[src/design/rvfi_trace_pkg.sv]
/*
  Shared widths, encodings and record types for the RVFI retirement tracer.
  Modules import this package in their bodies and use scoped names in ports.
*/
package rvfi_trace_pkg;

  localparam int unsigned XLEN       = 32;
  localparam int unsigned REG_ADDR_W = 5;
  localparam int unsigned CYCLE_W    = 32;
  localparam int unsigned MASK_W     = XLEN / 8;

  // Major opcodes of the 32-bit encoding space
  typedef enum logic [6:0] {
    OPC_LUI      = 7'h37,
    OPC_AUIPC    = 7'h17,
    OPC_JAL      = 7'h6f,
    OPC_JALR     = 7'h67,
    OPC_BRANCH   = 7'h63,
    OPC_LOAD     = 7'h03,
    OPC_STORE    = 7'h23,
    OPC_OP_IMM   = 7'h13,
    OPC_OP       = 7'h33,
    OPC_MISC_MEM = 7'h0f,
    OPC_SYSTEM   = 7'h73
  } opcode_e;

  // One code per traced instruction
  typedef enum logic [7:0] {
    MN_LUI = 8'd0, MN_AUIPC, MN_JAL, MN_JALR,
    MN_BEQ, MN_BNE, MN_BLT, MN_BGE, MN_BLTU, MN_BGEU,
    MN_LB, MN_LH, MN_LW, MN_LBU, MN_LHU,
    MN_SB, MN_SH, MN_SW,
    MN_ADDI, MN_SLTI, MN_SLTIU, MN_XORI, MN_ORI, MN_ANDI,
    MN_SLLI, MN_SRLI, MN_SRAI,
    MN_ADD, MN_SUB, MN_SLL, MN_SLT, MN_SLTU,
    MN_XOR, MN_SRL, MN_SRA, MN_OR, MN_AND,
    MN_MUL, MN_MULH, MN_MULHSU, MN_MULHU,
    MN_DIV, MN_DIVU, MN_REM, MN_REMU,
    MN_CSRRW, MN_CSRRS, MN_CSRRC, MN_CSRRWI, MN_CSRRSI, MN_CSRRCI,
    MN_ECALL, MN_EBREAK, MN_MRET, MN_DRET, MN_WFI,
    MN_FENCE, MN_FENCE_I,
    MN_COMPRESSED = 8'hfe,
    MN_INVALID    = 8'hff
  } mnemonic_e;

  // Which operands an instruction touched
  typedef struct packed {
    logic rs1;
    logic rs2;
    logic rd;
    logic mem;
  } access_t;

  localparam access_t ACC_NONE    = '{rs1: 1'b0, rs2: 1'b0, rd: 1'b0, mem: 1'b0};
  localparam access_t ACC_REG_REG = '{rs1: 1'b1, rs2: 1'b1, rd: 1'b1, mem: 1'b0};
  localparam access_t ACC_REG_IMM = '{rs1: 1'b1, rs2: 1'b0, rd: 1'b1, mem: 1'b0};
  localparam access_t ACC_RD      = '{rs1: 1'b0, rs2: 1'b0, rd: 1'b1, mem: 1'b0};
  localparam access_t ACC_BRANCH  = '{rs1: 1'b1, rs2: 1'b1, rd: 1'b0, mem: 1'b0};
  localparam access_t ACC_LOAD    = '{rs1: 1'b1, rs2: 1'b0, rd: 1'b1, mem: 1'b1};
  localparam access_t ACC_STORE   = '{rs1: 1'b1, rs2: 1'b1, rd: 1'b0, mem: 1'b1};

  // Retirement port as seen from the core
  typedef struct packed {
    logic [XLEN-1:0]       insn;
    logic [XLEN-1:0]       pc_rdata;
    logic [XLEN-1:0]       pc_wdata;
    logic [REG_ADDR_W-1:0] rs1_addr;
    logic [REG_ADDR_W-1:0] rs2_addr;
    logic [REG_ADDR_W-1:0] rd_addr;
    logic [XLEN-1:0]       rs1_rdata;
    logic [XLEN-1:0]       rs2_rdata;
    logic [XLEN-1:0]       rd_wdata;
    logic [XLEN-1:0]       mem_addr;
    logic [MASK_W-1:0]     mem_rmask;
    logic [MASK_W-1:0]     mem_wmask;
    logic [XLEN-1:0]       mem_rdata;
    logic [XLEN-1:0]       mem_wdata;
  } retire_t;

  typedef struct packed {
    mnemonic_e mnemonic;
    access_t   access;
    logic      compressed;
  } decode_t;

  typedef struct packed {
    logic [XLEN-1:0] imm;
    logic [XLEN-1:0] target;
    logic [XLEN-1:0] mem_data;
  } operand_t;

  // One entry per retired instruction
  typedef struct packed {
    decode_t               decode;
    operand_t              operand;
    logic [REG_ADDR_W-1:0] rs1_addr;
    logic [REG_ADDR_W-1:0] rs2_addr;
    logic [REG_ADDR_W-1:0] rd_addr;
    logic [XLEN-1:0]       rs1_rdata;
    logic [XLEN-1:0]       rs2_rdata;
    logic [XLEN-1:0]       rd_wdata;
    logic [XLEN-1:0]       pc;
    logic [XLEN-1:0]       insn;
    logic [XLEN-1:0]       mem_addr;
    logic [CYCLE_W-1:0]    cycle;
  } trace_record_t;

endpackage

[src/design/operand_extract.sv]
/*
  Pulls the immediate, control target and memory data out of a retired instruction.
  Purely combinational; the decoded mnemonic selects the immediate format.
*/
module operand_extract (
  input  rvfi_trace_pkg::retire_t   retire,
  input  rvfi_trace_pkg::mnemonic_e mnemonic,
  output rvfi_trace_pkg::operand_t  operand
);
  import rvfi_trace_pkg::*;

  logic [XLEN-1:0] insn;
  logic [XLEN-1:0] imm_i;
  logic [XLEN-1:0] imm_s;
  logic [XLEN-1:0] imm_b;
  logic [XLEN-1:0] imm_u;
  logic            is_branch;

  assign insn  = retire.insn;
  assign imm_i = {{(XLEN-12){insn[31]}}, insn[31:20]};
  assign imm_s = {{(XLEN-12){insn[31]}}, insn[31:25], insn[11:7]};
  assign imm_b = {{(XLEN-13){insn[31]}}, insn[31], insn[7], insn[30:25], insn[11:8], 1'b0};
  // U-type immediate kept right-aligned, not shifted into place
  assign imm_u = {{(XLEN-20){1'b0}}, insn[31:12]};

  assign is_branch = mnemonic inside {MN_BEQ, MN_BNE, MN_BLT, MN_BGE, MN_BLTU, MN_BGEU};

  always_comb begin
    case (mnemonic)
      MN_ADDI, MN_SLTI, MN_SLTIU, MN_XORI, MN_ORI, MN_ANDI,
      MN_LB, MN_LH, MN_LW, MN_LBU, MN_LHU, MN_JALR:
        operand.imm = imm_i;
      MN_SLLI, MN_SRLI, MN_SRAI:
        operand.imm = {{(XLEN-5){1'b0}}, insn[24:20]};
      MN_SB, MN_SH, MN_SW:
        operand.imm = imm_s;
      MN_BEQ, MN_BNE, MN_BLT, MN_BGE, MN_BLTU, MN_BGEU:
        operand.imm = imm_b;
      MN_LUI, MN_AUIPC:
        operand.imm = imm_u;
      // CSR address as a plain number
      MN_CSRRW, MN_CSRRS, MN_CSRRC, MN_CSRRWI, MN_CSRRSI, MN_CSRRCI:
        operand.imm = {{(XLEN-12){1'b0}}, insn[31:20]};
      // Predecessor and successor sets
      MN_FENCE:
        operand.imm = {{(XLEN-8){1'b0}}, insn[27:20]};
      default:
        operand.imm = '0;
    endcase
  end

  always_comb begin
    if (is_branch) begin
      // Next PC does not show the taken target for a not-taken branch
      operand.target = retire.pc_rdata + imm_b;
    end else if (mnemonic inside {MN_JAL, MN_JALR}) begin
      operand.target = retire.pc_wdata;
    end else if (mnemonic inside {MN_CSRRWI, MN_CSRRSI, MN_CSRRCI}) begin
      operand.target = {{(XLEN-5){1'b0}}, insn[19:15]};
    end else begin
      operand.target = '0;
    end
  end

  assign operand.mem_data = (retire.mem_wmask != '0) ? retire.mem_wdata : retire.mem_rdata;

  // Holds only while the core retires from halfword-aligned PCs
  always_comb begin
    if (is_branch) begin
      assert final (operand.target[0] == 1'b0)
        else $error("odd branch target %h from pc %h", operand.target, retire.pc_rdata);
    end
  end

endmodule

[src/design/retire_decoder.sv]
/*
  Classifies a retired instruction word into a mnemonic and the operands it used.
  Purely combinational; compressed words are flagged but not decoded further.
*/
module retire_decoder (
  input  logic [rvfi_trace_pkg::XLEN-1:0] insn,
  output rvfi_trace_pkg::decode_t         decode
);
  import rvfi_trace_pkg::*;

  opcode_e    opcode;
  logic [2:0] funct3;
  logic [6:0] funct7;
  logic       compressed;
  mnemonic_e  mnemonic;
  access_t    access;

  assign opcode     = opcode_e'(insn[6:0]);
  assign funct3     = insn[14:12];
  assign funct7     = insn[31:25];
  assign compressed = (insn[1:0] != 2'b11);

  always_comb begin
    mnemonic = MN_INVALID;
    if (compressed) begin
      mnemonic = MN_COMPRESSED;
    end else begin
      case (opcode)
        OPC_LUI:   mnemonic = MN_LUI;
        OPC_AUIPC: mnemonic = MN_AUIPC;
        OPC_JAL:   mnemonic = MN_JAL;
        OPC_JALR: begin
          if (funct3 == 3'b000) begin
            mnemonic = MN_JALR;
          end
        end
        OPC_BRANCH: begin
          case (funct3)
            3'b000:  mnemonic = MN_BEQ;
            3'b001:  mnemonic = MN_BNE;
            3'b100:  mnemonic = MN_BLT;
            3'b101:  mnemonic = MN_BGE;
            3'b110:  mnemonic = MN_BLTU;
            3'b111:  mnemonic = MN_BGEU;
            default: mnemonic = MN_INVALID;
          endcase
        end
        // Widths 011, 110 and 111 are not legal on RV32
        OPC_LOAD: begin
          case (funct3)
            3'b000:  mnemonic = MN_LB;
            3'b001:  mnemonic = MN_LH;
            3'b010:  mnemonic = MN_LW;
            3'b100:  mnemonic = MN_LBU;
            3'b101:  mnemonic = MN_LHU;
            default: mnemonic = MN_INVALID;
          endcase
        end
        OPC_STORE: begin
          case (funct3)
            3'b000:  mnemonic = MN_SB;
            3'b001:  mnemonic = MN_SH;
            3'b010:  mnemonic = MN_SW;
            default: mnemonic = MN_INVALID;
          endcase
        end
        OPC_OP_IMM: begin
          case (funct3)
            3'b000: mnemonic = MN_ADDI;
            3'b010: mnemonic = MN_SLTI;
            3'b011: mnemonic = MN_SLTIU;
            3'b100: mnemonic = MN_XORI;
            3'b110: mnemonic = MN_ORI;
            3'b111: mnemonic = MN_ANDI;
            3'b001: mnemonic = (funct7 == 7'b0000000) ? MN_SLLI : MN_INVALID;
            3'b101: begin
              if (funct7 == 7'b0000000) begin
                mnemonic = MN_SRLI;
              end else if (funct7 == 7'b0100000) begin
                mnemonic = MN_SRAI;
              end
            end
            default: mnemonic = MN_INVALID;
          endcase
        end
        OPC_OP: begin
          case ({funct7, funct3})
            {7'b0000000, 3'b000}: mnemonic = MN_ADD;
            {7'b0100000, 3'b000}: mnemonic = MN_SUB;
            {7'b0000000, 3'b001}: mnemonic = MN_SLL;
            {7'b0000000, 3'b010}: mnemonic = MN_SLT;
            {7'b0000000, 3'b011}: mnemonic = MN_SLTU;
            {7'b0000000, 3'b100}: mnemonic = MN_XOR;
            {7'b0000000, 3'b101}: mnemonic = MN_SRL;
            {7'b0100000, 3'b101}: mnemonic = MN_SRA;
            {7'b0000000, 3'b110}: mnemonic = MN_OR;
            {7'b0000000, 3'b111}: mnemonic = MN_AND;
            // RV32M shares the OP opcode with funct7 = 1
            {7'b0000001, 3'b000}: mnemonic = MN_MUL;
            {7'b0000001, 3'b001}: mnemonic = MN_MULH;
            {7'b0000001, 3'b010}: mnemonic = MN_MULHSU;
            {7'b0000001, 3'b011}: mnemonic = MN_MULHU;
            {7'b0000001, 3'b100}: mnemonic = MN_DIV;
            {7'b0000001, 3'b101}: mnemonic = MN_DIVU;
            {7'b0000001, 3'b110}: mnemonic = MN_REM;
            {7'b0000001, 3'b111}: mnemonic = MN_REMU;
            default:              mnemonic = MN_INVALID;
          endcase
        end
        OPC_MISC_MEM: begin
          case (funct3)
            3'b000:  mnemonic = MN_FENCE;
            3'b001:  mnemonic = MN_FENCE_I;
            default: mnemonic = MN_INVALID;
          endcase
        end
        OPC_SYSTEM: begin
          case (funct3)
            3'b000: begin
              // Privileged ops are matched on the full word
              case (insn)
                32'h0000_0073: mnemonic = MN_ECALL;
                32'h0010_0073: mnemonic = MN_EBREAK;
                32'h3020_0073: mnemonic = MN_MRET;
                32'h7b20_0073: mnemonic = MN_DRET;
                32'h1050_0073: mnemonic = MN_WFI;
                default:       mnemonic = MN_INVALID;
              endcase
            end
            3'b001:  mnemonic = MN_CSRRW;
            3'b010:  mnemonic = MN_CSRRS;
            3'b011:  mnemonic = MN_CSRRC;
            3'b101:  mnemonic = MN_CSRRWI;
            3'b110:  mnemonic = MN_CSRRSI;
            3'b111:  mnemonic = MN_CSRRCI;
            default: mnemonic = MN_INVALID;
          endcase
        end
        default: mnemonic = MN_INVALID;
      endcase
    end
  end

  // Operand usage follows the instruction format
  always_comb begin
    case (mnemonic)
      MN_ADD, MN_SUB, MN_SLL, MN_SLT, MN_SLTU, MN_XOR, MN_SRL, MN_SRA, MN_OR, MN_AND,
      MN_MUL, MN_MULH, MN_MULHSU, MN_MULHU, MN_DIV, MN_DIVU, MN_REM, MN_REMU:
        access = ACC_REG_REG;
      MN_ADDI, MN_SLTI, MN_SLTIU, MN_XORI, MN_ORI, MN_ANDI, MN_SLLI, MN_SRLI, MN_SRAI,
      MN_JALR, MN_CSRRW, MN_CSRRS, MN_CSRRC:
        access = ACC_REG_IMM;
      MN_CSRRWI, MN_CSRRSI, MN_CSRRCI, MN_LUI, MN_AUIPC, MN_JAL:
        access = ACC_RD;
      MN_BEQ, MN_BNE, MN_BLT, MN_BGE, MN_BLTU, MN_BGEU:
        access = ACC_BRANCH;
      MN_LB, MN_LH, MN_LW, MN_LBU, MN_LHU:
        access = ACC_LOAD;
      MN_SB, MN_SH, MN_SW:
        access = ACC_STORE;
      default:
        access = ACC_NONE;
    endcase
  end

  assign decode = '{mnemonic: mnemonic, access: access, compressed: compressed};

  // Words we cannot decode must never claim operands
  always_comb begin
    if (decode.mnemonic inside {MN_INVALID, MN_COMPRESSED}) begin
      assert final (decode.access == ACC_NONE)
        else $error("operand access reported for undecoded word %h", insn);
    end
  end

endmodule

[src/design/rvfi_trace.sv]
/*
  Retirement tracer top level. Decodes each retired instruction from the
  RVFI port and emits one registered trace record a cycle later.
*/
module rvfi_trace (
  input  logic                          clk_i,
  input  logic                          rst_ni,
  input  logic                          valid,
  input  rvfi_trace_pkg::retire_t       retire,
  output logic                          trace_valid,
  output rvfi_trace_pkg::trace_record_t record
);
  import rvfi_trace_pkg::*;

  decode_t  decode;
  operand_t operand;

  // Classification of the raw word
  retire_decoder u_decoder (
    .insn   (retire.insn),
    .decode (decode)
  );

  operand_extract u_extract (
    .retire   (retire),
    .mnemonic (decode.mnemonic),
    .operand  (operand)
  );

  // Single register stage, no back-pressure
  trace_stage u_stage (
    .clk_i       (clk_i),
    .rst_ni      (rst_ni),
    .valid       (valid),
    .retire      (retire),
    .decode      (decode),
    .operand     (operand),
    .trace_valid (trace_valid),
    .record      (record)
  );

endmodule

[src/design/trace_stage.sv]
/*
  Output register of the tracer. Captures one record per sampled valid,
  stamped with a free-running cycle counter, and pulses trace_valid.
*/
module trace_stage (
  input  logic                          clk_i,
  input  logic                          rst_ni,
  input  logic                          valid,
  input  rvfi_trace_pkg::retire_t       retire,
  input  rvfi_trace_pkg::decode_t       decode,
  input  rvfi_trace_pkg::operand_t      operand,
  output logic                          trace_valid,
  output rvfi_trace_pkg::trace_record_t record
);
  import rvfi_trace_pkg::*;

  logic [CYCLE_W-1:0] cycle_q;
  trace_record_t      record_d;

  // Counts every edge since reset
  always_ff @(posedge clk_i or negedge rst_ni) begin
    if (!rst_ni) begin
      cycle_q <= '0;
    end else begin
      cycle_q <= cycle_q + 1'b1;
    end
  end

  always_comb begin
    record_d.decode    = decode;
    record_d.operand   = operand;
    record_d.rs1_addr  = retire.rs1_addr;
    record_d.rs2_addr  = retire.rs2_addr;
    record_d.rd_addr   = retire.rd_addr;
    record_d.rs1_rdata = retire.rs1_rdata;
    record_d.rs2_rdata = retire.rs2_rdata;
    record_d.rd_wdata  = retire.rd_wdata;
    record_d.pc        = retire.pc_rdata;
    record_d.insn      = retire.insn;
    record_d.mem_addr  = retire.mem_addr;
    record_d.cycle     = cycle_q;
  end

  always_ff @(posedge clk_i or negedge rst_ni) begin
    if (!rst_ni) begin
      trace_valid <= 1'b0;
      record      <= '0;
    end else begin
      trace_valid <= valid;
      // Record holds its last value between retirements
      if (valid) begin
        record <= record_d;
      end
    end
  end

  valid_known_a: assert property (@(posedge clk_i) disable iff (!rst_ni)
    !$isunknown(trace_valid))
    else $error("trace_valid is unknown");

endmodule

[config.mk]
export PLATFORM = sky130hd
export DESIGN_NAME = rvfi_trace
export DESIGN_NICKNAME = d
export VERILOG_FILES = /design/src/design/rvfi_trace_pkg.sv /design/src/design/operand_extract.sv /design/src/design/retire_decoder.sv /design/src/design/rvfi_trace.sv /design/src/design/trace_stage.sv
export SDC_FILE = /design/constraint.sdc
export NUM_CORES = 1
export LEC_CHECK = 0
export BUFFER_PORTS_ARGS = -buffer_cell sky130_fd_sc_hd__clkbuf_2
export CORE_AREA = 2 2 256 258
export DETAILED_ROUTE_END_ITERATION = 6
export DIE_AREA = 0 0 258 260
export PLACE_DENSITY = 0.56
export SETUP_SLACK_MARGIN = 0.1
export SLEW_MARGIN = 20
export SYNTH_ARGS = -nofsm -noshare
export SYNTH_HDL_FRONTEND = slang
export SYNTH_SLANG_ARGS = --single-unit
[constraint.sdc]
create_clock -name clk_i -period 3 [get_ports clk_i]
set_clock_uncertainty 0.2 [all_clocks]
set_input_delay 0.3 -clock clk_i [delete_from_list [all_inputs] [get_ports clk_i]]
set_output_delay 0.3 -clock clk_i [all_outputs]
set_load 0.005 [all_outputs]
# Word level (Yosys, flattened, before mapping)
# Memory sizes are Yosys's and may differ from the RTL's.
# Index checks and enable logic that the tools add are counted.
[word_totals] mem_bits_ro=256 n_memories=1 ff_bits=381
[classes] add_sub_neg=2 mux=20 n_reduce_logical=15 n_eq_ne=75
[memory_table] name="(no name shown)" words=64 word_bits=4 read_ports=1 rd_clocked_by_memory_dff=0 wr=0 line_no="retire_decoder.sv:146" rtl="case (mnemonic)"
[op_table] op="case mux 32 bit (7 select lines)" n=1
[op_table] op="case mux 8 bit (18 select lines)" n=1
[op_table] op="2-to-1 mux 32 bit" n=3
[op_table] op="equality test 8 x 5 -> 1 bit (second input constant)" n=11
[op_table] op="case mux 8 bit (11 select lines)" n=1
[op_table] op="equality test 10 x 4 -> 1 bit (second input constant)" n=8
[op_table] op="case mux 8 bit (5 select lines)" n=2
[op_table] op="equality test 8 x 4 -> 1 bit (second input constant)" n=8
[op_table] op="case mux 8 bit (8 select lines)" n=1
[op_table] op="equality test 8 x 6 -> 1 bit (second input constant)" n=7
[op_table] op="case mux 8 bit (7 select lines)" n=1
[op_table] op="case mux 8 bit (6 select lines)" n=1
[op_table] op="equality test 10 x 3 -> 1 bit (second input constant)" n=4
[op_table] op="2-to-1 mux 8 bit" n=5
[op_table] op="adder 32 x 1 -> 32 bit (second input constant)" n=1
[op_table] op="adder 32 bit" n=1
[op_table] op="equality test 32 x 21 -> 1 bit (second input constant)" n=1
[op_table] op="equality test 32 x 29 -> 1 bit (second input constant)" n=1
[op_table] op="equality test 32 x 30 -> 1 bit (second input constant)" n=1
[op_table] op="equality test 32 x 31 -> 1 bit (second input constant)" n=1
[op_table] op="equality test 32 x 7 -> 1 bit (second input constant)" n=1
[op_table] op="equality test 8 x 3 -> 1 bit (second input constant)" n=4
[op_table] op="equality test 7 x 6 -> 1 bit (second input constant)" n=4
[op_table] op="equality test 7 bit (second input constant)" n=4
[op_table] op="29 further kinds" n=39

# Depth between registers and ports, before layout
# Gate-level depths: netlist of run 1.
[logic_depth] word_depth=11 depth_mapped=17

# Modules after synthesis
# From an unflattened synthesis of run 1, not the netlist that was laid out.
[unflattened] hier_cells=1527 hier_area_um2=18795.5
[by_module_without_submodules] mod="trace_stage" area_per_inst_um2=14295.0 cells_per_inst=863 n_inst=1 seq_area_each_um2=9534.1
[by_module_without_submodules] mod="operand_extract" area_per_inst_um2=3039.2 cells_per_inst=439 n_inst=1 seq_area_each_um2=0.0
[by_module_without_submodules] mod="retire_decoder" area_per_inst_um2=1461.4 cells_per_inst=225 n_inst=1 seq_area_each_um2=0.0

# Worst setup path before layout of run 1
# Ideal clock, no wire load.
[synth_path] path_kind="in2reg" from="input port retire[310] (netlist name)" to="register, netlist name u_stage.record[302]" slack_ns=-0.342 arrival_ns=3.072 path_buffers=2 cell_stages=13 path_cell_list="buf_6 or3_4 nor2_2 nand2_1 a211o_1 and4b_1 buf_4 and3_2 nand2_2 a211oi_4 nand2_1 or4_1 nand3_1"
[synth_between] elab_chain_cells=10 word_cells_on_any_way=47 classes_between="1 x add/sub; 31 x eq/ne; 11 x mux; 4 x reduce/logical"
[synth_rtl] item="from (decl)" line_no="rvfi_trace.sv:9" rtl="input rvfi_trace_pkg::retire_t retire,"
[synth_rtl] item="branches (longest 9 deep; another with equality test 32 x 29 -> 1 bit)"
[synth_rtl] item="2-to-1 mux 32 bit (*)" line_no="operand_extract.sv:53" rtl="if (is_branch) begin"
# Mark *: on every way between the ends.
# A chain may end at the register's enable or synchronous reset.

# Worst setup path after layout of run 1
[layout_path] from="input port retire[307] (netlist name)" to="register, netlist name u_stage.record[320]"
[layout_between] elab_chain_cells=9 word_cells_on_any_way=74 classes_between="55 x eq/ne; 10 x mux; 9 x reduce/logical"
[layout_rtl] item="branches (longest 4 deep; another with equality test 32 x 29 -> 1 bit)"
[layout_rtl] item="case mux 8 bit (11 select lines) (*)" line_no="retire_decoder.sv:28" rtl="case (opcode)"
[layout_rtl] item="2-to-1 mux 8 bit (*)" line_no="retire_decoder.sv:25" rtl="if (compressed) begin"
[layout_rtl] item="equality test 8 x 5 -> 1 bit, or another cell as far along" line_no="operand_extract.sv:29" rtl="case (mnemonic)"
[layout_rtl] item="OR reduction 12 bit, or another cell as far along" line_no="operand_extract.sv:29"
[layout_rtl] item="case mux 32 bit (7 select lines) (*)" line_no="operand_extract.sv:29"
# Marks and branches as above.

==> metrics, run 1 <==
status=finished clean; syn nets=1874; Final Cycle Share=98.9%; Clock transition at path regs=0.07 ns; synth warn=0; register share of total power=between 40% and 50%; wire per inst=19.3 microns; GPL Wtd Cong=0.902; Initial Utilization=27.5%; gr usage total=19.4%; Placed Area=23500 sq um; Site Rows=slightly above 90; clock power share=40.0%; Synth top area share=52.4%; drt pass-1 iters=5; Main synth FF type=dfrtp_1; WL final=68700 microns; Seq cells post-synth=around 370; number of global-route vias before repair=18000; Die Y=roughly 260 microns; most frequent cells after synthesis=dfrtp_1, mux2_2, nor2_1, a21oi_1, clkbuf_1; Worst Setup Path Type=primary input to flip-flop; Crit Path Max Fanout=7; CTS Root Cell=clkbuf_16; Logic pwr share=between 10% and 20%; Worst-Skew Late Latency=0.58 ns; DP Wirelength=49300 microns; final setup violating endpoints=0; PortBufs=658; Clock Path Buffers=3; Gate Count Post-Synth=1523; sequential share of the synthesized area=approximately 52%; vias per cell=4.79; Int Pwr=a little under 10000 uW; Worst VDD drop=0.344 mV; core area=64100 sq um; Mapped Area=between 15000 and 20000 sq um; EDFF count, synth=0; worst hold path type=primary input to flip-flop; cell taking the most area after synthesis=dfrtp_1; largest net degree at the start of global routing=~110; Sink Count=369; post-placement cell count=about 3100; PwrDens=470 nW/um^2; Crit path arrival time=around 3.2 ns; top post-synthesis cells by area=dfrtp_1, mux2_2, a21oi_1; total number of vias=17000; Unique masters post-synth=82; crit path time final=2.97 ns; Synth async-reset ratio=100%; CTS Buf Count=44; FMAX=roughly 340 MHz; utilization after layout=45.3%; worst-margin pin slew=around 1.0 ns; unrepaired setup endpoints after global routing=yes; global-route wire length before repair=102000 microns; static leakage=0.0137 uW; IO Pins=663; TNS Setup=0 ns; Avg Cell Area, Syn=~12 sq um; # DRC=0; count leader, synth=dfrtp_1; 1st-iter DRT viols=954; H-tree level count=2; final net count=3014; Rel. slew slack=33.6%; Die X=258 microns; Detail Route Antenna Nets=0; TritonCTS clock tree=built; fraction of layout cells with a size suffix above 1=between 40% and 50%; number of max-cap violations=0; startpoint types=primary input; switch share=between 20% and 30%; Critical Path Sink Type=flip-flop; Net Sw Power=3730 uW; Worst Setup Slack, final=0.0325 ns; post-place setup slack=-0.672 ns; Slew Limit Fails=0; WP data required=3.25 ns; initial antenna violation count=3; final instance area=between 20000 and 30000 sq um; Die ar.=67100 sq um; final instance count without filler cells=3557; Layout area overhead=64.8%; Final Hold Fails=0; total gr overflow=0
## power groups by stage
| stage | clock network [uW] | registers, uW | logic, uW |
|---|---|---|---|
| 2_1_floorplan | 0 | 5640 | 909 |
| 3_3_place_gp | 0 | 5620 | 2170 |
| 3_5_place_dp | 0 | 5630 | 2200 |
| 4_1_cts | 5620 | 5550 | 2560 |
| 5_1_grt | 5840 | 5590 | 2840 |
| 6_report | 5450 | 5550 | 2630 |
## cells in the final DEF, fill, tap and decap left out, drive strengths merged, types with 33 or more instances in the layout
master       Yosys  routed
mux2           240     240
ha              36      36
a21oi          109     109
nand2           63      63
clkbuf          70     716
dlygate4sd3      0     305
dfrtp          369     369
buf             31     236
nor2           136     136
xnor2           33      33
## routing by layer
layer | vias up | GRT usage, % | routed length, microns
li1 | 7836 | - | -
met4 | 2 | 7.24 | 2660
met1 | 8460 | 22.6 | 26600
met2 | 585 | 34.7 | 35400
met5 | - | 0 | 11
met3 | 157 | 4.35 | 4040
## kinds of logic (layout without fill, tap and decap cells)
group | count (synthesis) | in the layout | synth area share (%)
AOI/OAI and AO/OA | 299 | 299 | 11.4
xor gates and xnor gates | 56 | 56 | 2.79
adders and majority gates | 37 | 37 | 2.67
buffers and inverters | 126 | 1302 | 3.15
DFF | 369 | 369 | 52.4
muxes | 272 | 272 | 17.2
other | 0 | 3 | 0
and+or+nand+nor | 364 | 364 | 10.3
## critical path, cell delays in order
cell and delay, ns:
buf_6 0.10, or3_4 0.42, buf_6 0.14, nor4_4 0.22, buf_4 0.18, nand2_4 0.05
o311ai_4 0.24, and4b_2 0.35, buf_6 0.15, a211oi_2 0.04, o211ai_1 0.21, nand2_1 0.14
o31ai_4 0.29, buf_6 0.17, clkbuf_16 0.15, o2bb2ai_2 0.06
## sequential cells by signal, summed over array words and instances (netlist names)
name / flops
u_stage.record: 336
u_stage.cycle_q: 32
u_stage.trace_valid: 1
## final timing paths
kind                                            startpoint                               to  slack (ns)  cells past startpoint
min                                            retire[288]  u_stage.record[305]$_DFFE_PN0P_        0.04                      4
max reg2reg                   u_stage.cycle_q[0]$_DFF_PN0_    u_stage.cycle_q[28]$_DFF_PN0_        0.46                      9
max in group asynchronous                           rst_ni    u_stage.cycle_q[18]$_DFF_PN0_        1.62                      3
max                                            retire[307]  u_stage.record[320]$_DFFE_PN0P_        0.03                     16
min reg2reg                u_stage.record[318]$_DFFE_PN0P_  u_stage.record[318]$_DFFE_PN0P_        0.29                      1
min in group asynchronous                           rst_ni  u_stage.record[100]$_DFFE_PN0P_        0.18                      2
## per-stage QoR
| step | total power (uW) | hold slack, ns |
|---|---|---|
| finish | 13600 | 0.0375 |
| global route | 14300 | 0.0164 |
| CTS | 13700 | 0.00149 |
| detailed placement | 7830 | 0.189 |
| global placement | 7790 | 0.191 |
| floorplan | 6540 | -0.196 |
## layout make-up
class / count / area [sq um]
repair buffers: 1195 / 8580
fillers: 5980 / 35100
clock buffers: 62 / 1300
multi-input cells: 1028 / 8550
well taps: 855 / 1070
flip-flops and latches: 369 / 9230
inverters: 25 / 95.1
diodes: 3 / 7.51
clock inverters: 20 / 188
## what timing repair did
| action | CTS | global route |
|---|---|---|
| hold endpoints to repair | 344 | 3 |
| pin swaps | 11 | 31 |
| gates resized for setup | 28 | 111 |
| endpoints found under the setup margin | 35 | 54 |
| hold buffers | 303 | 2 |
| gates cloned | 2 | 4 |
| buffers inserted | 9 | 8 |
(Power assumes the default switching activity.)
==> inputs of run 2 (changes only) <==
--- a/config.mk
+++ b/config.mk
@@ -6,10 +6,12 @@
 export NUM_CORES = 1
 export LEC_CHECK = 0
 export BUFFER_PORTS_ARGS = -buffer_cell sky130_fd_sc_hd__clkbuf_2
-export CORE_AREA = 2 2 256 258
+export CELL_PAD_IN_SITES_DETAIL_PLACEMENT = 1
+export CELL_PAD_IN_SITES_GLOBAL_PLACEMENT = 1
+export CORE_AREA = 2 2 261 263
 export DETAILED_ROUTE_END_ITERATION = 6
-export DIE_AREA = 0 0 258 260
-export PLACE_DENSITY = 0.56
+export DIE_AREA = 0 0 263 265
+export PLACE_DENSITY = 0.66
 export SETUP_SLACK_MARGIN = 0.1
 export SLEW_MARGIN = 20
 export SYNTH_ARGS = -nofsm -noshare
==> metrics, run 2 (same netlist as run 1, synthesis figures left out) <==
FMAX=between 300 and 400 MHz; number of max-cap violations=0; Clock Path Buffers=3; initial antenna violation count=13; Crit path arrival time=3.24 ns; utilization after layout=between 40% and 50%; core area=66800 sq um; Die ar.=69700 sq um; Final Hold Fails=0; Final Cycle Share=99.7%; R2R Path Start=u_stage.cycle_q[2]$_DFF_PN0_; final setup violating endpoints=0; TNS Setup=0 ns; gr usage total=22.1%; switch share=27.6%; Slew Limit Fails=0; clock power share=41.4%; R2R Path End=u_stage.cycle_q[31]$_DFF_PN0_; largest net degree at the start of global routing=around 120; register share of total power=between 30% and 40%; Worst VDD drop=around 0.47 mV; Reg2Reg Depth=8; Clock transition at path regs=around 0.060 ns; startpoint types=primary input; drt pass-1 iters=4; Worst Setup Path Type=primary input to flip-flop; post-placement cell count=3188; fraction of layout cells with a size suffix above 1=49.3%; final instance count without filler cells=around 3600; Sink Count=369; worst-margin pin slew=0.727 ns; PwrDens=between 400 and 500 nW/um^2; final net count=roughly 3000; worst hold path type=primary input to flip-flop; crit path time final=2.99 ns; WL final=79800 microns; GPL Wtd Cong=0.916; unrepaired setup endpoints after global routing=yes; status=finished clean; most frequent cells in the layout=clkbuf_2, dfrtp_1, dlygate4sd3_1; total gr overflow=0; 1st-iter DRT viols=roughly 900; Min Hold Slack=0.0242 ns; TritonCTS clock tree=built; number of flip-flops in the largest register=~340; worst reg2reg setup slack=0.45 ns; WP data required=3.25 ns; DP Wirelength=around 54000 microns; wire per inst=22.0 microns; # DRC=0; Net Sw Power=3910 uW; vias per cell=between 4 and 5; most flop-heavy register=u_stage.record; total number of vias=17600; CTS Buf Count=44; number of global-route vias before repair=between 15000 and 20000; Logic pwr share=19.3%; IO Pins=between 600 and 700; Largest regs=u_stage.record: 336 flops, u_stage.cycle_q: 32 flops, u_stage.trace_valid: 1 flops; Detail Route Antenna Nets=0; CTS Root Cell=clkbuf_16; static leakage=0.0139 uW; PortBufs=658; worst setup path startpoint=retire[308]; Worst-Skew Late Latency=about 0.57 ns; Crit Path Max Fanout=5; Placed Area=23600 sq um; Int Pwr=10300 uW; Site Rows=between 90 and 100; global-route wire length before repair=roughly 120000 microns; Die X=between 200 and 300 microns; final instance area=29300 sq um; Worst Setup EP=u_stage.record[304]$_DFFE_PN0P_; Rel. slew slack=51.5%; Layout area overhead=66.4%; Die Y=265 microns; Critical Path Sink Type=flip-flop; most common cell after layout, fill and taps aside=clkbuf_2; H-tree level count=2; Initial Utilization=between 20% and 30%
run 2: changes by cell type in the layout (fill, tap and decap cells not counted), moves of 4 or more:
cell and delta:
buf_4 +38, dlygate4sd3_1 +14, diode_2 +8, buf_12 -5, a31oi_1 +4, bufinv_16 +4
clkinv_2 -4, o2bb2ai_1 -4
run 2: what timing repair did:
| action | in CTS | in global routing |
|---|---|---|
| pin swaps | 10 | 36 |
| cloned | 1 | 2 |
| endpoints found under the hold margin | 344 | 0 |
| setup endpoints to repair | 57 | 56 |
| gates resized for setup | 57 | 79 |
| hold buffers | 319 | 0 |
| setup buffers | 7 | 17 |
run 2: routing by layer:
| layer | GRT usage, % | up-vias | routed length, microns |
|---|---|---|---|
| met5 | 0 | - | 31 |
| li1 | - | 7895 | - |
| met4 | 10.7 | 4 | 3840 |
| met2 | 41.1 | 596 | 42600 |
| met3 | 4.69 | 199 | 3960 |
| met1 | 23.8 | 8925 | 29400 |
run 2: stage by stage:
step / setup WS (ns) / total power (uW)
after global placement: -0.695 / 7800
after floorplan: -0.127 / 6540
after CTS: 0.0663 / 14200
after detailed placement: -0.770 / 7880
after global routing: -0.136 / 14800
final: 0.00935 / 14200
run 2: area by class of cell:
cell class | count | area (sq um)
Fill cell | 7451 | 37500
Sequential cell | 369 | 9230
Timing Repair Buffer | 1239 | 8780
Multi-Input combinational cell | 1028 | 8490
Clock buffer | 63 | 1310
Tap cell | 873 | 1090
Clock inverter | 17 | 263
Inverter | 25 | 95.1
Antenna cell | 11 | 27.5
run 2: critical path, stage by stage:
cell and delay (ns):
buf_8 0.10, or3_4 0.42, nor4_4 0.30, buf_4 0.17, buf_6 0.09, a32oi_2 0.10, o31ai_2 0.29, o21ai_2 0.13
buf_6 0.14, nor2_4 0.14, a211oi_2 0.08, o211ai_1 0.23, nand2_2 0.12, buf_6 0.16, a221oi_1 0.37, a21oi_1 0.08
run 2: worst min-delay path by stage:
| stage | endpoint | start | depth (start not counted) | slack [ns] |
|---|---|---|---|---|
| after floorplan | u_stage.cycle_q[0]$_DFF_PN0_ | rst_ni | 0 | -0.20 |
| after global placement | u_stage.record[110]$_DFFE_PN0P_ | rst_ni | 1 | 0.17 |
| after detailed placement | u_stage.record[179]$_DFFE_PN0P_ | rst_ni | 1 | 0.17 |
| after CTS | u_stage.record[316]$_DFFE_PN0P_ | retire[304] | 4 | 0.002 |
| after global routing | u_stage.record[314]$_DFFE_PN0P_ | retire[310] | 4 | 0.002 |
| final | u_stage.record[314]$_DFFE_PN0P_ | retire[310] | 4 | 0.02 |
run 2: power by group through the flow:
stage | Sequential, uW | Clock (uW) | Combinational, uW
detailed placement | 5640 | 0 | 2240
global route | 5620 | 6240 | 2940
global placement | 5620 | 0 | 2180
floorplan | 5640 | 0 | 909
CTS | 5560 | 6010 | 2640
finish | 5580 | 5870 | 2740
==> inputs of run 3 (changes only) <==
--- a/config.mk
+++ b/config.mk
@@ -8,10 +8,10 @@
 export BUFFER_PORTS_ARGS = -buffer_cell sky130_fd_sc_hd__clkbuf_2
 export CELL_PAD_IN_SITES_DETAIL_PLACEMENT = 1
 export CELL_PAD_IN_SITES_GLOBAL_PLACEMENT = 1
-export CORE_AREA = 2 2 261 263
+export CORE_AREA = 5 5 256 258
 export DETAILED_ROUTE_END_ITERATION = 6
-export DIE_AREA = 0 0 263 265
-export PLACE_DENSITY = 0.66
+export DIE_AREA = 0 0 261 263
+export PLACE_DENSITY = 0.69
 export SETUP_SLACK_MARGIN = 0.1
 export SLEW_MARGIN = 20
 export SYNTH_ARGS = -nofsm -noshare
==> constraint.sdc (replaced) <==
create_clock -name clk_i -period 3.02 [get_ports clk_i]
set_clock_uncertainty 0.2 [all_clocks]
set_input_delay 0.302 -clock clk_i [delete_from_list [all_inputs] [get_ports clk_i]]
set_output_delay 0.302 -clock clk_i [all_outputs]
set_load 0.005 [all_outputs]
==> metrics, run 3 (same netlist as run 1, synthesis figures left out) <==
R2R Path End=u_stage.cycle_q[28]$_DFF_PN0_; number of global-route vias before repair=20500; register share of total power=between 40% and 50%; GPL Wtd Cong=0.891; hold endpoint=u_stage.record[312]$_DFFE_PN0P_; failing checks=setup timing; Rel. slew slack=50.5%; gr usage total=23.0%; initial antenna violation count=5; WP data required=3.33 ns; switch share=27.9%; Crit path arrival time=roughly 3.3 ns; final instance count without filler cells=3592; Slew Limit Fails=0; Int Pwr=between 9000 and 10000 uW; R2R Path Start=u_stage.cycle_q[0]$_DFF_PN0_; post-placement cell count=roughly 3200; Die ar.=68600 sq um; total gr overflow=0; Sink Count=369; area occupied by registers=9230 sq um; WL final=83900 microns; final net count=3061; CTS Buf Count=44; worst reg2reg setup slack=0.36 ns; IO Pins=663; Worst VDD drop=0.405 mV; Layout area overhead=65.4%; total number of vias=approximately 18000; Largest regs=u_stage.record: 336 flops, u_stage.cycle_q: 32 flops, u_stage.trace_valid: 1 flops; most frequent cells in the layout=clkbuf_2, dfrtp_1, dlygate4sd3_1; Hold Startpoint=retire[308]; static leakage=between 0.01 and 0.015 uW; fraction of layout cells with a size suffix above 1=49.1%; most common cell after layout, fill and taps aside=clkbuf_2; Site Rows=92; FMAX=330 MHz; Critical Path Sink Type=flip-flop; Net Sw Power=between 3000 and 4000 uW; Initial Utilization=28.1%; Final Cycle Share=100%; Multi-input gate area=8460 sq um; status=finished with violations; Worst Setup Path Type=primary input to flip-flop; # DRC=0; Crit Path Max Fanout=8; most flop-heavy register=u_stage.record; Reg2Reg Depth=9; worst-margin pin slew=about 0.74 ns; startpoint types=primary input; Worst Setup Slack, final=-0.00928 ns; number of max-cap violations=0; Detail Route Antenna Nets=0; H-tree level count=2; post-place setup slack=-0.709 ns; CTS Root Cell=clkbuf_16; TritonCTS clock tree=built; drt pass-1 iters=5; Final Hold Fails=0; number of flip-flops in the largest register=~340; Logic pwr share=approximately 20%; worst hold path type=primary input to flip-flop; Clock Path Buffers=3; final setup violating endpoints=1; PortBufs=roughly 660; core area=62700 sq um; hold-critical path depth=4; unrepaired setup endpoints after global routing=yes; Worst-Skew Late Latency=0.58 ns; Die Y=263 microns; global-route wire length before repair=approximately 120000 microns; clock power share=40.0%; crit path time final=3.03 ns; largest net degree at the start of global routing=about 140; Filler cells=6935; Die X=261 microns; 1st-iter DRT viols=824; wire per inst=23.4 microns; DP Wirelength=between 50000 and 60000 microns; PwrDens=475 nW/um^2; Clock transition at path regs=0.06 ns; vias per cell=4.96
run 3: cell types whose count changed in the layout (fill, tap and decap cells not counted), moves of 6 or more:
cell	before	now
buf_4	231	241
a221oi_1	12	21
a221oi_2	13	5
diode_2	11	5
run 3: layout make-up:
| class | count | area share [%] |
|---|---|---|
| clock buffer | 63 | 4.44 |
| inverter | 25 | 0.335 |
| tap | 846 | 3.63 |
| sequential | 369 | 31.7 |
| clock inverter | 14 | 0.636 |
| timing repair buffer | 1242 | 30.2 |
| antenna | 5 | 0.0430 |
| multi-input combinational | 1028 | 29.0 |
run 3: stage by stage:
step | area, sq um | hold WS, ns | setup TNS, ns | util (%) | power [uW]
2_1_floorplan | 17700 | -0.194 | -2.30 | - | 6490
3_3_place_gp | 23500 | 0.181 | -29.34 | 37.5 | 7760
3_5_place_dp | 23500 | 0.185 | -33.47 | 37.5 | 7850
4_1_cts | 28400 | 0.000840 | 0 | 45.2 | 13800
5_1_grt | 29100 | 0.0252 | -2.21 | 46.4 | 14400
6_report | 29100 | 0.0226 | -0.00928 | 46.4 | 13800
run 3: power groups by stage:
stage / clock network [uW] / logic (uW) / registers [uW]
6_report: 5530 / 2750 / 5560
5_1_grt: 5850 / 2950 / 5590
3_3_place_gp: 0 / 2170 / 5590
4_1_cts: 5600 / 2630 / 5530
3_5_place_dp: 0 / 2230 / 5610
2_1_floorplan: 0 / 893 / 5600
run 3: how the worst max path moves through the flow:
| stage | start | endpoint | cells after the start |
|---|---|---|---|
| 2_1_floorplan | retire[310] | u_stage.record[316]$_DFFE_PN0P_ | 14 |
| 3_3_place_gp | retire[293] | u_stage.record[338]$_DFFE_PN0P_ | 14 |
| 3_5_place_dp | retire[295] | u_stage.record[319]$_DFFE_PN0P_ | 15 |
| 4_1_cts | retire[295] | u_stage.record[321]$_DFFE_PN0P_ | 15 |
| 5_1_grt | retire[310] | u_stage.record[308]$_DFFE_PN0P_ | 14 |
| 6_report | retire[284] | u_stage.record[302]$_DFFE_PN0P_ | 14 |
run 3: what timing repair did:
| item | in CTS | in global routing |
|---|---|---|
| setup buffers | 5 | 21 |
| resized for setup | 27 | 108 |
| hold endpoints to repair | 335 | 1 |
| gates cloned | 0 | 5 |
| endpoints found under the setup margin | 45 | 56 |
| pin swaps | 7 | 35 |
| hold buffers | 318 | 1 |
run 3: layer usage:
layer | share of wire, % | global-route usage [%]
met1 | 36 | 25.1
met2 | 53 | 42.0
met3 | 6.0 | 5.48
met4 | 4.9 | 10.3
met5 | 0.0083 | 0
run 3: worst max-delay path, stage by stage:
cell      delay, ns
clkbuf_2       0.15
buf_4          0.19
nor3b_1        0.23
o21ai_0        0.14
a21o_1         0.26
a211o_1        0.30
and4b_2        0.37
and3_4         0.24
nand2_4        0.06
a211oi_4       0.31
buf_12         0.18
nand2_4        0.05
or4_4          0.48
nand3_2        0.08
